### config.mk
export PLATFORM = sky130hd
export DESIGN_NAME = mptw_top
export DESIGN_NICKNAME = d
export VERILOG_FILES = /design/src/rtl/mptw_pkg.sv /design/src/rtl/mptw_fetch_stage.sv /design/src/rtl/mptw_walking_stage.sv /design/src/rtl/mptw_parsing_stage.sv /design/src/rtl/mptw_top.sv
export SDC_FILE = /design/constraint.sdc
export NUM_CORES = 1
export LEC_CHECK = 0
export ABC_AREA = 1
export BUFFER_PORTS_ARGS = -buffer_cell sky130_fd_sc_hd__buf_2
export CAP_MARGIN = 25
export CORE_MARGIN = 2
export CORE_UTILIZATION = 40
export DETAILED_ROUTE_END_ITERATION = 10
export GPL_TIMING_DRIVEN = 0
export PLACE_DENSITY = 0.73
export SKIP_CTS_REPAIR_TIMING = 1
export SLEW_MARGIN = 20
export SYNTH_ARGS = -nofsm -noshare
export SYNTH_HDL_FRONTEND = slang
export SYNTH_SLANG_ARGS = --single-unit
### constraint.sdc
create_clock -name clk_i -period 4.5 [get_ports clk_i]
set_input_delay 0.675 -clock clk_i [delete_from_list [all_inputs] [get_ports clk_i]]
set_output_delay 0.675 -clock clk_i [all_outputs]
set_load 0.05 [all_outputs]
### src/rtl/mptw_pkg.sv
// Shared types and constants for the memory protection table walker
// Sized for a 34-bit SPA walked through two 11-bit index levels
// Table entries are 64 bits and memory is read-only from the walker's side

package mptw_pkg;

    //////////////////////////////
    // Address and entry widths
    //////////////////////////////

    localparam int unsigned SPA_WIDTH    = 34;
    localparam int unsigned PPN_WIDTH    = 22;
    localparam int unsigned INDEX_WIDTH  = 11;
    localparam int unsigned OFFSET_WIDTH = 12;
    localparam int unsigned MPTE_WIDTH   = 64;

    // Entry bit positions
    localparam int unsigned MPTE_V_BIT   = 0;
    localparam int unsigned MPTE_L_BIT   = 1;
    localparam int unsigned MPTE_R_BIT   = 2;
    localparam int unsigned MPTE_W_BIT   = 3;
    localparam int unsigned MPTE_X_BIT   = 4;
    // PPN field spans bits 31..10
    localparam int unsigned MPTE_PPN_LSB = 10;
    // Upper word is reserved, must read as zero
    localparam int unsigned MPTE_RSVD_LSB = MPTE_PPN_LSB + PPN_WIDTH;

    //////////////////////////////
    // Scalar types
    //////////////////////////////

    typedef logic [SPA_WIDTH-1:0] spa_t;
    typedef logic [PPN_WIDTH-1:0] ppn_t;

    // Table mode from the control register
    // Encodings 2 and 3 are reserved
    typedef enum logic [1:0] {
        MMPT_BARE = 2'd0,
        MMPT_34   = 2'd1
    } mmpt_mode_e;

    // Requested access kind
    typedef enum logic [1:0] {
        ACC_READ  = 2'd0,
        ACC_WRITE = 2'd1,
        ACC_EXEC  = 2'd2
    } access_e;

    // Format fault cause reported alongside the access fault
    typedef enum logic [1:0] {
        NO_ERROR      = 2'd0,
        MODE_RESERVED = 2'd1,
        MPTE_RESERVED = 2'd2
    } format_fault_e;

    //////////////////////////////
    // Pipeline transaction
    //////////////////////////////

    // Carried unchanged in shape through every stage
    typedef struct packed {
        spa_t          spa;
        access_e       access;
        // Table base for the next level to be walked
        ppn_t          base_ppn;
        // Set once a result is known, later stages then skip it
        logic          completed;
        logic          perm_r;
        logic          perm_w;
        logic          perm_x;
        logic          access_fault;
        format_fault_e format_error;
    } mptw_txn_t;

endpackage : mptw_pkg

### src/rtl/mptw_fetch_stage.sv
// Entry stage of the walker, one transaction deep
// Only MMPT_34 needs walking; other modes complete here

module mptw_fetch_stage (
    input  logic                   clk_i,
    input  logic                   arst_n_i,
    // Request side
    input  mptw_pkg::spa_t         spa_i,
    input  mptw_pkg::mmpt_mode_e   mode_i,
    input  mptw_pkg::ppn_t         root_ppn_i,
    input  mptw_pkg::access_e      access_i,
    input  logic                   valid_i,
    output logic                   ready_o,
    // Towards the first walking stage
    output logic                   valid_o,
    input  logic                   ready_i,
    output mptw_pkg::mptw_txn_t    txn_o
);

    import mptw_pkg::*;

    logic      valid_q;
    mptw_txn_t txn_q;
    mptw_txn_t txn_new;

    // Free slot, or the held one leaves this cycle
    assign ready_o = !valid_q || ready_i;

    // Build the transaction from the request
    always_comb begin
        txn_new              = '0;
        txn_new.spa          = spa_i;
        txn_new.access       = access_i;
        txn_new.base_ppn     = root_ppn_i;
        txn_new.format_error = NO_ERROR;
        case (mode_i)
            MMPT_BARE: begin
                // No protection, everything allowed
                txn_new.completed = 1'b1;
                txn_new.perm_r    = 1'b1;
                txn_new.perm_w    = 1'b1;
                txn_new.perm_x    = 1'b1;
            end
            MMPT_34: begin
                // Left for the walking stages
                txn_new.completed = 1'b0;
            end
            default: begin
                txn_new.completed    = 1'b1;
                txn_new.access_fault = 1'b1;
                txn_new.format_error = MODE_RESERVED;
            end
        endcase
    end

    always_ff @(posedge clk_i or negedge arst_n_i) begin
        if (!arst_n_i) begin
            valid_q <= 1'b0;
        end else if (ready_o) begin
            valid_q <= valid_i;
        end
    end

    always_ff @(posedge clk_i) begin
        if (valid_i && ready_o) begin
            txn_q <= txn_new;
        end
    end

    assign valid_o = valid_q;
    assign txn_o   = txn_q;

    // Offer held until the walker takes it
    a_hold_offer: assert property (@(posedge clk_i) disable iff (!arst_n_i)
        valid_o && !ready_i |=> valid_o && $stable(txn_o));

endmodule : mptw_fetch_stage

### src/rtl/mptw_walking_stage.sv
// One table level of the walk, holding a single transaction
// LEVEL 0 is the last (leaf) level, higher LEVEL walks closer to the root
// The index slice must fit inside the SPA, so LEVEL <= 1 with the default widths

module mptw_walking_stage #(
    parameter int unsigned LEVEL = 0
) (
    input  logic                              clk_i,
    input  logic                              arst_n_i,
    // Upstream link
    input  logic                              valid_i,
    output logic                              ready_o,
    input  mptw_pkg::mptw_txn_t               txn_i,
    // Downstream link
    output logic                              valid_o,
    input  logic                              ready_i,
    output mptw_pkg::mptw_txn_t               txn_o,
    // Table read port
    output logic                              mem_req_o,
    output mptw_pkg::spa_t                    mem_addr_o,
    input  logic                              mem_gnt_i,
    input  logic                              mem_valid_i,
    input  logic [mptw_pkg::MPTE_WIDTH-1:0]   mem_rdata_i,
    input  logic                              mem_error_i
);

    import mptw_pkg::*;

    // Lowest SPA bit of this level's index
    localparam int unsigned IDX_LSB = OFFSET_WIDTH + INDEX_WIDTH * LEVEL;
    localparam int unsigned PAD_W   = SPA_WIDTH - INDEX_WIDTH - 3;

    typedef enum logic [1:0] {
        ST_IDLE,
        ST_REQ,
        ST_WAIT,
        ST_DONE
    } state_e;

    state_e                   state_q;
    state_e                   state_d;
    mptw_txn_t                txn_q;
    mptw_txn_t                txn_resp;
    logic                     accept;
    logic [INDEX_WIDTH-1:0]   index;
    logic                     entry_rsvd;

    //////////////////////////////
    // Link handshake
    //////////////////////////////

    // Take a new one when empty or while the held result drains
    assign ready_o = (state_q == ST_IDLE) || (state_q == ST_DONE && ready_i);
    assign accept  = valid_i && ready_o;
    assign valid_o = (state_q == ST_DONE);
    assign txn_o   = txn_q;

    always_comb begin
        state_d = state_q;
        case (state_q)
            ST_REQ: begin
                if (mem_gnt_i) begin
                    state_d = ST_WAIT;
                end
            end
            ST_WAIT: begin
                if (mem_valid_i) begin
                    state_d = ST_DONE;
                end
            end
            ST_DONE: begin
                if (ready_i) begin
                    state_d = ST_IDLE;
                end
            end
            default: begin
                state_d = ST_IDLE;
            end
        endcase
        // Completed work skips memory entirely
        if (accept) begin
            state_d = txn_i.completed ? ST_DONE : ST_REQ;
        end
    end

    always_ff @(posedge clk_i or negedge arst_n_i) begin
        if (!arst_n_i) begin
            state_q <= ST_IDLE;
        end else begin
            state_q <= state_d;
        end
    end

    //////////////////////////////
    // Entry address
    //////////////////////////////

    assign index      = txn_q.spa[IDX_LSB +: INDEX_WIDTH];
    // Table base plus 8 bytes per entry
    assign mem_addr_o = {txn_q.base_ppn, {OFFSET_WIDTH{1'b0}}}
                      + {{PAD_W{1'b0}}, index, 3'b000};
    assign mem_req_o  = (state_q == ST_REQ);

    //////////////////////////////
    // Entry decode
    //////////////////////////////

    assign entry_rsvd = |mem_rdata_i[MPTE_WIDTH-1:MPTE_RSVD_LSB];

    // Checks in priority order
    always_comb begin
        txn_resp = txn_q;
        if (mem_error_i || !mem_rdata_i[MPTE_V_BIT]) begin
            txn_resp.completed    = 1'b1;
            txn_resp.access_fault = 1'b1;
        end else if (entry_rsvd || (!mem_rdata_i[MPTE_L_BIT] && LEVEL == 0)) begin
            // Pointer on the leaf level is malformed too
            txn_resp.completed    = 1'b1;
            txn_resp.access_fault = 1'b1;
            txn_resp.format_error = MPTE_RESERVED;
        end else if (mem_rdata_i[MPTE_L_BIT]) begin
            txn_resp.completed = 1'b1;
            txn_resp.perm_r    = mem_rdata_i[MPTE_R_BIT];
            txn_resp.perm_w    = mem_rdata_i[MPTE_W_BIT];
            txn_resp.perm_x    = mem_rdata_i[MPTE_X_BIT];
        end else begin
            // Next level table
            txn_resp.base_ppn = mem_rdata_i[MPTE_PPN_LSB +: PPN_WIDTH];
        end
    end

    always_ff @(posedge clk_i) begin
        if (accept) begin
            txn_q <= txn_i;
        end else if (state_q == ST_WAIT && mem_valid_i) begin
            txn_q <= txn_resp;
        end
    end

    //////////////////////////////
    // Memory protocol checks
    //////////////////////////////

    a_req_hold: assert property (@(posedge clk_i) disable iff (!arst_n_i)
        mem_req_o && !mem_gnt_i |=> mem_req_o && $stable(mem_addr_o));

    // Response only for the one outstanding read
    a_rsp_in_wait: assert property (@(posedge clk_i) disable iff (!arst_n_i)
        mem_valid_i |-> state_q == ST_WAIT);

endmodule : mptw_walking_stage

### src/rtl/mptw_parsing_stage.sv
// Final permission check, never stalls its upstream
// Every incoming transaction must already be completed

module mptw_parsing_stage (
    input  logic                      clk_i,
    input  logic                      arst_n_i,
    input  logic                      valid_i,
    output logic                      ready_o,
    input  mptw_pkg::mptw_txn_t       txn_i,
    // Result, valid for one cycle per transaction
    output logic                      valid_o,
    output logic                      access_page_fault_o,
    output mptw_pkg::format_fault_e   format_error_o
);

    import mptw_pkg::*;

    logic          valid_q;
    logic          fault_q;
    logic          fault_d;
    logic          perm_ok;
    format_fault_e format_q;

    assign ready_o = 1'b1;

    // Permission bit matching the requested access
    always_comb begin
        case (txn_i.access)
            ACC_READ:  perm_ok = txn_i.perm_r;
            ACC_WRITE: perm_ok = txn_i.perm_w;
            ACC_EXEC:  perm_ok = txn_i.perm_x;
            default:   perm_ok = 1'b0;
        endcase
    end

    assign fault_d = txn_i.access_fault || !perm_ok;

    always_ff @(posedge clk_i or negedge arst_n_i) begin
        if (!arst_n_i) begin
            valid_q <= 1'b0;
        end else begin
            valid_q <= valid_i;
        end
    end

    always_ff @(posedge clk_i) begin
        if (valid_i) begin
            fault_q  <= fault_d;
            format_q <= txn_i.format_error;
        end
    end

    assign valid_o             = valid_q;
    assign access_page_fault_o = fault_q;
    assign format_error_o      = format_q;

    // Last walking level always resolves the walk
    a_arrives_completed: assert property (@(posedge clk_i) disable iff (!arst_n_i)
        valid_i |-> txn_i.completed);

endmodule : mptw_parsing_stage

### src/rtl/mptw_top.sv
// Memory protection table walker, results leave in input order
// One read port per walking stage; NUM_LEVELS must match the SPA layout (2 by default)
// Output side has no back-pressure

module mptw_top #(
    parameter int unsigned NUM_LEVELS = 2
) (
    input  logic                              clk_i,
    input  logic                              arst_n_i,
    // Request
    input  mptw_pkg::spa_t                    spa_i,
    input  mptw_pkg::mmpt_mode_e              mmpt_mode_i,
    input  mptw_pkg::ppn_t                    mmpt_ppn_i,
    input  mptw_pkg::access_e                 access_type_i,
    input  logic                              mptw_valid_i,
    output logic                              mptw_ready_o,
    // Result
    output logic                              mptw_valid_o,
    output logic                              access_page_fault_o,
    output mptw_pkg::format_fault_e           format_error_o,
    // Table read ports, one per level
    output logic                              mem_req_o   [NUM_LEVELS],
    output mptw_pkg::spa_t                    mem_addr_o  [NUM_LEVELS],
    input  logic                              mem_gnt_i   [NUM_LEVELS],
    input  logic                              mem_valid_i [NUM_LEVELS],
    input  logic [mptw_pkg::MPTE_WIDTH-1:0]   mem_rdata_i [NUM_LEVELS],
    input  logic                              mem_error_i [NUM_LEVELS]
);

    import mptw_pkg::*;

    // Link k feeds walking stage k, the last link feeds the parser
    logic      link_valid [NUM_LEVELS+1];
    logic      link_ready [NUM_LEVELS+1];
    mptw_txn_t link_txn   [NUM_LEVELS+1];

    //////////////////////////////
    // Fetch
    //////////////////////////////

    mptw_fetch_stage u_fetch (
        .clk_i      (clk_i),
        .arst_n_i   (arst_n_i),
        .spa_i      (spa_i),
        .mode_i     (mmpt_mode_i),
        .root_ppn_i (mmpt_ppn_i),
        .access_i   (access_type_i),
        .valid_i    (mptw_valid_i),
        .ready_o    (mptw_ready_o),
        .valid_o    (link_valid[0]),
        .ready_i    (link_ready[0]),
        .txn_o      (link_txn[0])
    );

    //////////////////////////////
    // Walk, root level first
    //////////////////////////////

    for (genvar i = 0; i < NUM_LEVELS; i++) begin : gen_walk
        mptw_walking_stage #(
            .LEVEL (NUM_LEVELS - 1 - i)
        ) u_walk (
            .clk_i       (clk_i),
            .arst_n_i    (arst_n_i),
            .valid_i     (link_valid[i]),
            .ready_o     (link_ready[i]),
            .txn_i       (link_txn[i]),
            .valid_o     (link_valid[i+1]),
            .ready_i     (link_ready[i+1]),
            .txn_o       (link_txn[i+1]),
            .mem_req_o   (mem_req_o[i]),
            .mem_addr_o  (mem_addr_o[i]),
            .mem_gnt_i   (mem_gnt_i[i]),
            .mem_valid_i (mem_valid_i[i]),
            .mem_rdata_i (mem_rdata_i[i]),
            .mem_error_i (mem_error_i[i])
        );
    end

    //////////////////////////////
    // Parse
    //////////////////////////////

    // Parser always accepts
    assign link_ready[NUM_LEVELS] = 1'b1;

    mptw_parsing_stage u_parse (
        .clk_i               (clk_i),
        .arst_n_i            (arst_n_i),
        .valid_i             (link_valid[NUM_LEVELS]),
        .ready_o             (),
        .txn_i               (link_txn[NUM_LEVELS]),
        .valid_o             (mptw_valid_o),
        .access_page_fault_o (access_page_fault_o),
        .format_error_o      (format_error_o)
    );

endmodule : mptw_top

== After elaboration in Yosys (flattened, before gate mapping) ==
Cells that the tools add are included.

* Flip-flop bits (word level): 192
* Output and inout port bits: 75

* Muxes and demuxes: 41
* Reductions and logical operators: 44
* Add/sub/neg operators: 2
* Eq/ne operators: 20

{| class="wikitable"
|+ Operators with widths
! kind !! number
|-
| two-way mux 22 bit || 6
|-
| adder 34 x 14 -> 34 bit || 2
|-
| two-way mux 65 bit || 1
|-
| OR reduction 32 bit || 2
|-
| two-way mux 29 bit || 2
|-
| two-way mux 54 bit || 1
|-
| two-way mux 3 bit || 8
|-
| two-way mux 2 bit || 11
|-
| AND reduction 4 bit || 4
|-
| inequality test 2 x 1 -> 1 bit (second input constant) || 6
|-
| nonzero test 2 bit || 6
|-
| == test 2 bit (second input constant) || 5
|-
| inequality test 3 bit (second input constant) || 3
|-
| AND reduction 3 bit || 3
|-
| == test 2 x 1 -> 1 bit (second input constant) || 4
|-
| logical NOT 2 bit || 4
|-
| two-way mux 4 bit || 2
|-
| AND reduction 2 bit || 4
|-
| logical OR 1 bit || 7
|-
| two-way mux 1 bit || 7
|-
| inequality test 3 x 2 -> 1 bit (second input constant) || 2
|-
| case mux 2 bit (3 select lines) || 1
|-
| nonzero test 3 bit || 2
|-
| logical AND 1 bit || 5
|-
| 5 further kinds || 9
|}

== Longest topological paths before layout ==
* Word-level depth: 7
* Depth in mapped cells: 11
* Mapped depth without buffers: 11

== Cells and area by module ==
A second synthesis with hierarchy kept.

* Cells, all modules: 936
* Area total of the unflattened synthesis: 9,414.0 sq um

{| class="wikitable"
|+ By module, submodules not included
! module !! sequential area each (sq um) !! times used !! cells an instance !! area an instance (sq um)
|-
| mptw_walking_stage at gen_walk[1].u_walk || 2,001.9 || 1 || 420 || 3,688.5
|-
| mptw_walking_stage at gen_walk[0].u_walk || 2,001.9 || 1 || 424 || 3,633.5
|-
| mptw_fetch_stage || 1,856.8 || 1 || 76 || 1,925.6
|-
| mptw_parsing_stage || 115.1 || 1 || 15 || 162.7
|-
| mptw_top || 0.0 || 1 || 1 || 3.8
|}

== Least setup slack after synthesis ==
No wires, ideal clock.

* Kind: input port to flip-flop
* From: input port mem_rdata_i[127] (netlist name)
* To: register gen_walk[0].u_walk.txn_q, in the netlist gen_walk[0].u_walk.txn_o[10], enable pin
* Library setup time: 0.432 ns
* Slack: 1.300 ns
* Stages on the path: 7
* Arrival: 2.769 ns
* Cell sequence: nor2_1 -> nand2_1 -> nor2_1 -> nand2_1 -> nor2_1 -> nand2_1 -> o21ai_0

* Longest elaborated chain between the ends: 3

{| class="wikitable"
|+ RTL lines
! item !! line !! text
|-
| from (decl) || mptw_top.sv:26 || <nowiki>input logic [mptw_pkg::MPTE_WIDTH-1:0] mem_rdata_i [NUM_LEVELS],</nowiki>
|-
| OR reduction 32 bit || mptw_walking_stage.sv:108 || <nowiki>assign entry_rsvd = |mem_rdata_i[MPTE_WIDTH-1:MPTE_RSVD_LSB];</nowiki>
|-
| inequality test 2 x 1 -> 1 bit (no line) || -- ||
|-
| AND reduction 4 bit (no line) || -- ||
|-
| to (signal assigned) || mptw_walking_stage.sv:134 || <nowiki>txn_q <= txn_i;</nowiki>
|-
| to (signal assigned) || mptw_walking_stage.sv:136 || <nowiki>txn_q <= txn_resp;</nowiki>
|-
| to (decl) || mptw_walking_stage.sv:42 || <nowiki>mptw_txn_t txn_q;</nowiki>
|}

Every way passes these cells.
A chain may end at the register's enable or synchronous reset.

==> summary.md <==
| Metric | Value |
|---|---|
| Status | `finished clean` |
| FILL cells | `1,650` |
| Total track usage | `17.47%` |
| First-pass GRT wire length | `26,320 µm` |
| Period utilisation layout | `71.65%` |
| Worst-Margin Slew | `798.0 ps` |
| Vias | `5,475` |
| Row cnt | `49` |
| Via/cell ratio | `4.359` |
| Slew margin rel. | `46.74%` |
| Clock power share | `22.9%` |
| CP max FO | `4` |
| Register area share after synthesis | `61.44%` |
| GPL Wtd Cong | `0.8596` |
| Post-route clock skew | `7.784 ps` |
| R2R Path Start | `gen_walk[1].u_walk.state_q[0]` |
| Drt initial violations | `278` |
| Largest family of logic cells by synthesized area | `simple AND/OR/NAND/NOR gates` |
| Lkg Pwr | `4.545 nW` |
| Reg clk slew, reported paths | `60 ps` |
| Tmin final | `3224 ps` |
| Vias in the first global route | `5,428` |
| Mapped Area | `0.007380 mm²` |
| Fin worst setup slack | `1276 ps` |
| Clock Sinks | `152` |
| Highest clock rate | `0.3101 GHz` |
| Power Internal | `3.942 mW` |
| Largest net degree at the start of global routing | `34` |
| Routed length per instance | `13.22 µm` |
| Flop pwr share | `36.5%` |
| Cts bufs inserted | `17` |
| Worst-Skew Late Latency | `410 ps` |
| Final Slew Violations | `0` |
| Setup violators final | `0` |
| Commonest cells after routing, fill and taps aside | `buf_2, nand2_1, edfxtp_1, nor2_1, inv_1` |
| HP Class | `in2async` |
| Adder-Cell Fraction of Synth Area | `2.408%` |
| Psw | `2.802 mW` |
| Power Dens Cells | `702.1 mW/mm²` |
| Total of flip-flops plus latches after synthesis | `152` |
| CP endpoint kind | `output pin` |
| Synth Area in XOR/XNOR | `4.137%` |
| Layout Area Growth over Synthesis | `30.16%` |
| Layout cells sized above 1 | `32.81%` |
| Maximum vdd drop | `309.0 µV` |
| Layout net count | `1,221` |
| Total die area | `0.01955 mm²` |
| R2r setup slk | `2060 ps` |
| Starting density of the core | `40.94%` |
| Switching Share | `41.55%` |
| Post-place setup slack | `1696 ps` |
| Hpwl dp | `13,490 µm` |
| CP arrival | `2550 ps` |
| Initial antenna violation count | `3` |
| CP required | `3830 ps` |
| Average size of a mapped cell | `9.959 µm²` |
| Final hold viol count | `0` |
| Worst Setup SP | `gen_walk[0].u_walk.txn_o[7]` |
| Commonest non-fill, non-tap cell in the layout | `buf_2` |
| Post-synthesis cell count | `741` |
| R2R depth | `6` |
| Critical setup path kind | `reg2out` |
| Core region area | `0.01802 mm²` |
| Final setup TNS | `0 ps` |
| Comb power frac | `40.6%` |
| Final wirelength | `16,610 µm` |
| Synth unique cells | `36` |
| Number of buffers on the longest clock path | `2` |
| Post-synthesis mux area share | `0%` |
| CP Launch Type | `flop` |
| DRC viols | `0` |
| Compound-Gate Fraction of Synth Area | `2.102%` |
| CTS tree | `done` |
| H-Tree Depth | `4` |
| Simple-Gate Fraction of Synth Area | `21.33%` |
| RSZ-0062 raised after global routing | `no` |
| Remaining Overflow, GRT | `0` |
| Yosys synthesis warning count | `0` |
| Port bufs | `243` |
| Die Y | `139.8 µm` |
| First drt pass iteration count | `4` |
| Cell chosen for the clock root | `clkbuf_16` |
| Die Wd | `139.8 µm` |
| # IOs | `272` |
| Max cap viols | `0` |
| ANT nets after route | `0` |
==> state kept, by name, summed over array words and instances (netlist names) <==
signal / cells
u_parse.valid_o: 1
u_parse.access_page_fault_o: 1
u_fetch.valid_o: 1
gen_walk.u_walk.state_q: 4
u_fetch.txn_o: 49
u_parse.format_error_o: 2
gen_walk.u_walk.txn_o: 94
==> power by group through the flow <==
stage,clock (mW),combinational (mW),sequential (mW)
6_report,1.54,2.74,2.46
2_1_floorplan,0,2.02,2.46
3_3_place_gp,0,2.68,2.49
5_1_grt,1.64,2.99,2.52
4_1_cts,1.58,2.77,2.46
3_5_place_dp,0,2.76,2.49
==> final cells by class <==
| cell class | instances | area [µm²] | area share, % |
|---|---|---|---|
| flip-flops and latches | 152 | 4534 | 47.21 |
| multi-input cells | 460 | 2238 | 23.30 |
| repair buffers | 246 | 1259 | 13.10 |
| clock buffers | 19 | 432.9 | 4.507 |
| inverters | 91 | 341.6 | 3.556 |
| plain buffers | 43 | 287.8 | 2.996 |
| well taps | 229 | 286.5 | 2.983 |
| clock inverters | 13 | 217.7 | 2.267 |
| diodes | 3 | 7.507 | 0.07816 |
==> per-layer routing <==
metal	wire, µm	part of all wire (%)	GRT usage (%)	vias up
met5	17	0.10	0	-
met3	860	5.2	4.267	38
met4	552	3.3	9.105	2
met2	8492	51	30.53	149
li1	-	-	-	2881
met1	6684	40	19.81	2405
==> cells by family (layout without fill, tap and decap cells) <==
logic type,Yosys count,count (layout)
and+or+nand+nor,379,379
DFF,152,152
buffers and inverters,134,412
xor gates and xnor gates,34,34
AOI/OAI and AO/OA,28,28
adders and majority gates,13,13
other,1,9
==> final timing paths <==
kind                                                  to
min in group clk_i             u_parse.format_error_o[0]
max in group asynchronous  gen_walk[1].u_walk.state_q[1]
min reg2reg                    u_parse.format_error_o[0]
max                                       mem_addr_o[60]
min                                      u_parse.valid_o
max reg2reg                 gen_walk[1].u_walk.txn_o[26]
==> through the flow <==
| step | total power [mW] | util, % | area [µm²] | std cells | hold WS [ps] |
|---|---|---|---|---|---|
| final | 6.744 | 53.29 | 9605 | 1256 | 83.27 |
| after global placement | 5.175 | 49.38 | 8901 | 1218 | 428.6 |
| after detailed placement | 5.254 | 49.64 | 8947 | 1221 | 407.5 |
| after global routing | 7.146 | 53.26 | 9600 | 1254 | 67.31 |
| after floorplan | 4.480 | - | 7398 | 746 | 379.4 |
| after CTS | 6.815 | 53.25 | 9598 | 1253 | 66.12 |
==> synth_stat cells <==
| cell type | number | share of area (%) |
|---|---|---|
| o21ai_1 | 2 | 0.14 |
| nor2_4 | 2 | 0.31 |
| o21ai_0 | 19 | 1.3 |
| inv_1 | 88 | 4.5 |
| nand3b_1 | 2 | 0.20 |
| nand2_4 | 1 | 0.15 |
| dfrtp_1 | 6 | 2.0 |
| nand4_1 | 8 | 0.68 |
| nand2_1 | 222 | 11 |
| conb_1 | 1 | 0.051 |
| nor3_4 | 1 | 0.22 |
| nor3_2 | 1 | 0.14 |
| clkbuf_1 | 7 | 0.36 |
| edfxtp_1 | 146 | 59 |
| nor2_1 | 103 | 5.2 |
| xor2_1 | 22 | 2.6 |
| o311ai_0 | 1 | 0.12 |
| o21a_1 | 1 | 0.10 |
| xor2_2 | 1 | 0.22 |
| buf_6 | 1 | 0.15 |
| inv_2 | 3 | 0.15 |
| nor2_8 | 1 | 0.27 |
| fa_1 | 2 | 0.54 |
| a21oi_1 | 2 | 0.14 |
| or2_2 | 2 | 0.17 |
| nor3_1 | 7 | 0.47 |
| buf_2 | 5 | 0.34 |
| o211ai_1 | 2 | 0.20 |
| nor2_2 | 6 | 0.51 |
| nand3_1 | 19 | 1.3 |
| ha_1 | 11 | 1.9 |
| o21ai_2 | 1 | 0.12 |
| buf_4 | 30 | 3.1 |
| xnor2_1 | 11 | 1.3 |
| nand2_2 | 3 | 0.25 |
| nand3_2 | 1 | 0.14 |
==> critical path, stage by stage (launching register included) <==
cell      delay [ps]
edfxtp_1         370
ha_1             190
inv_1             60
fa_1             430
nor2_4           140
nand2_2           80
nor2_4           180
nand2_4          100
nor2_2           110
xor2_1           180
buf_2            290
Note: power is estimated with default switching activity, not from simulation.
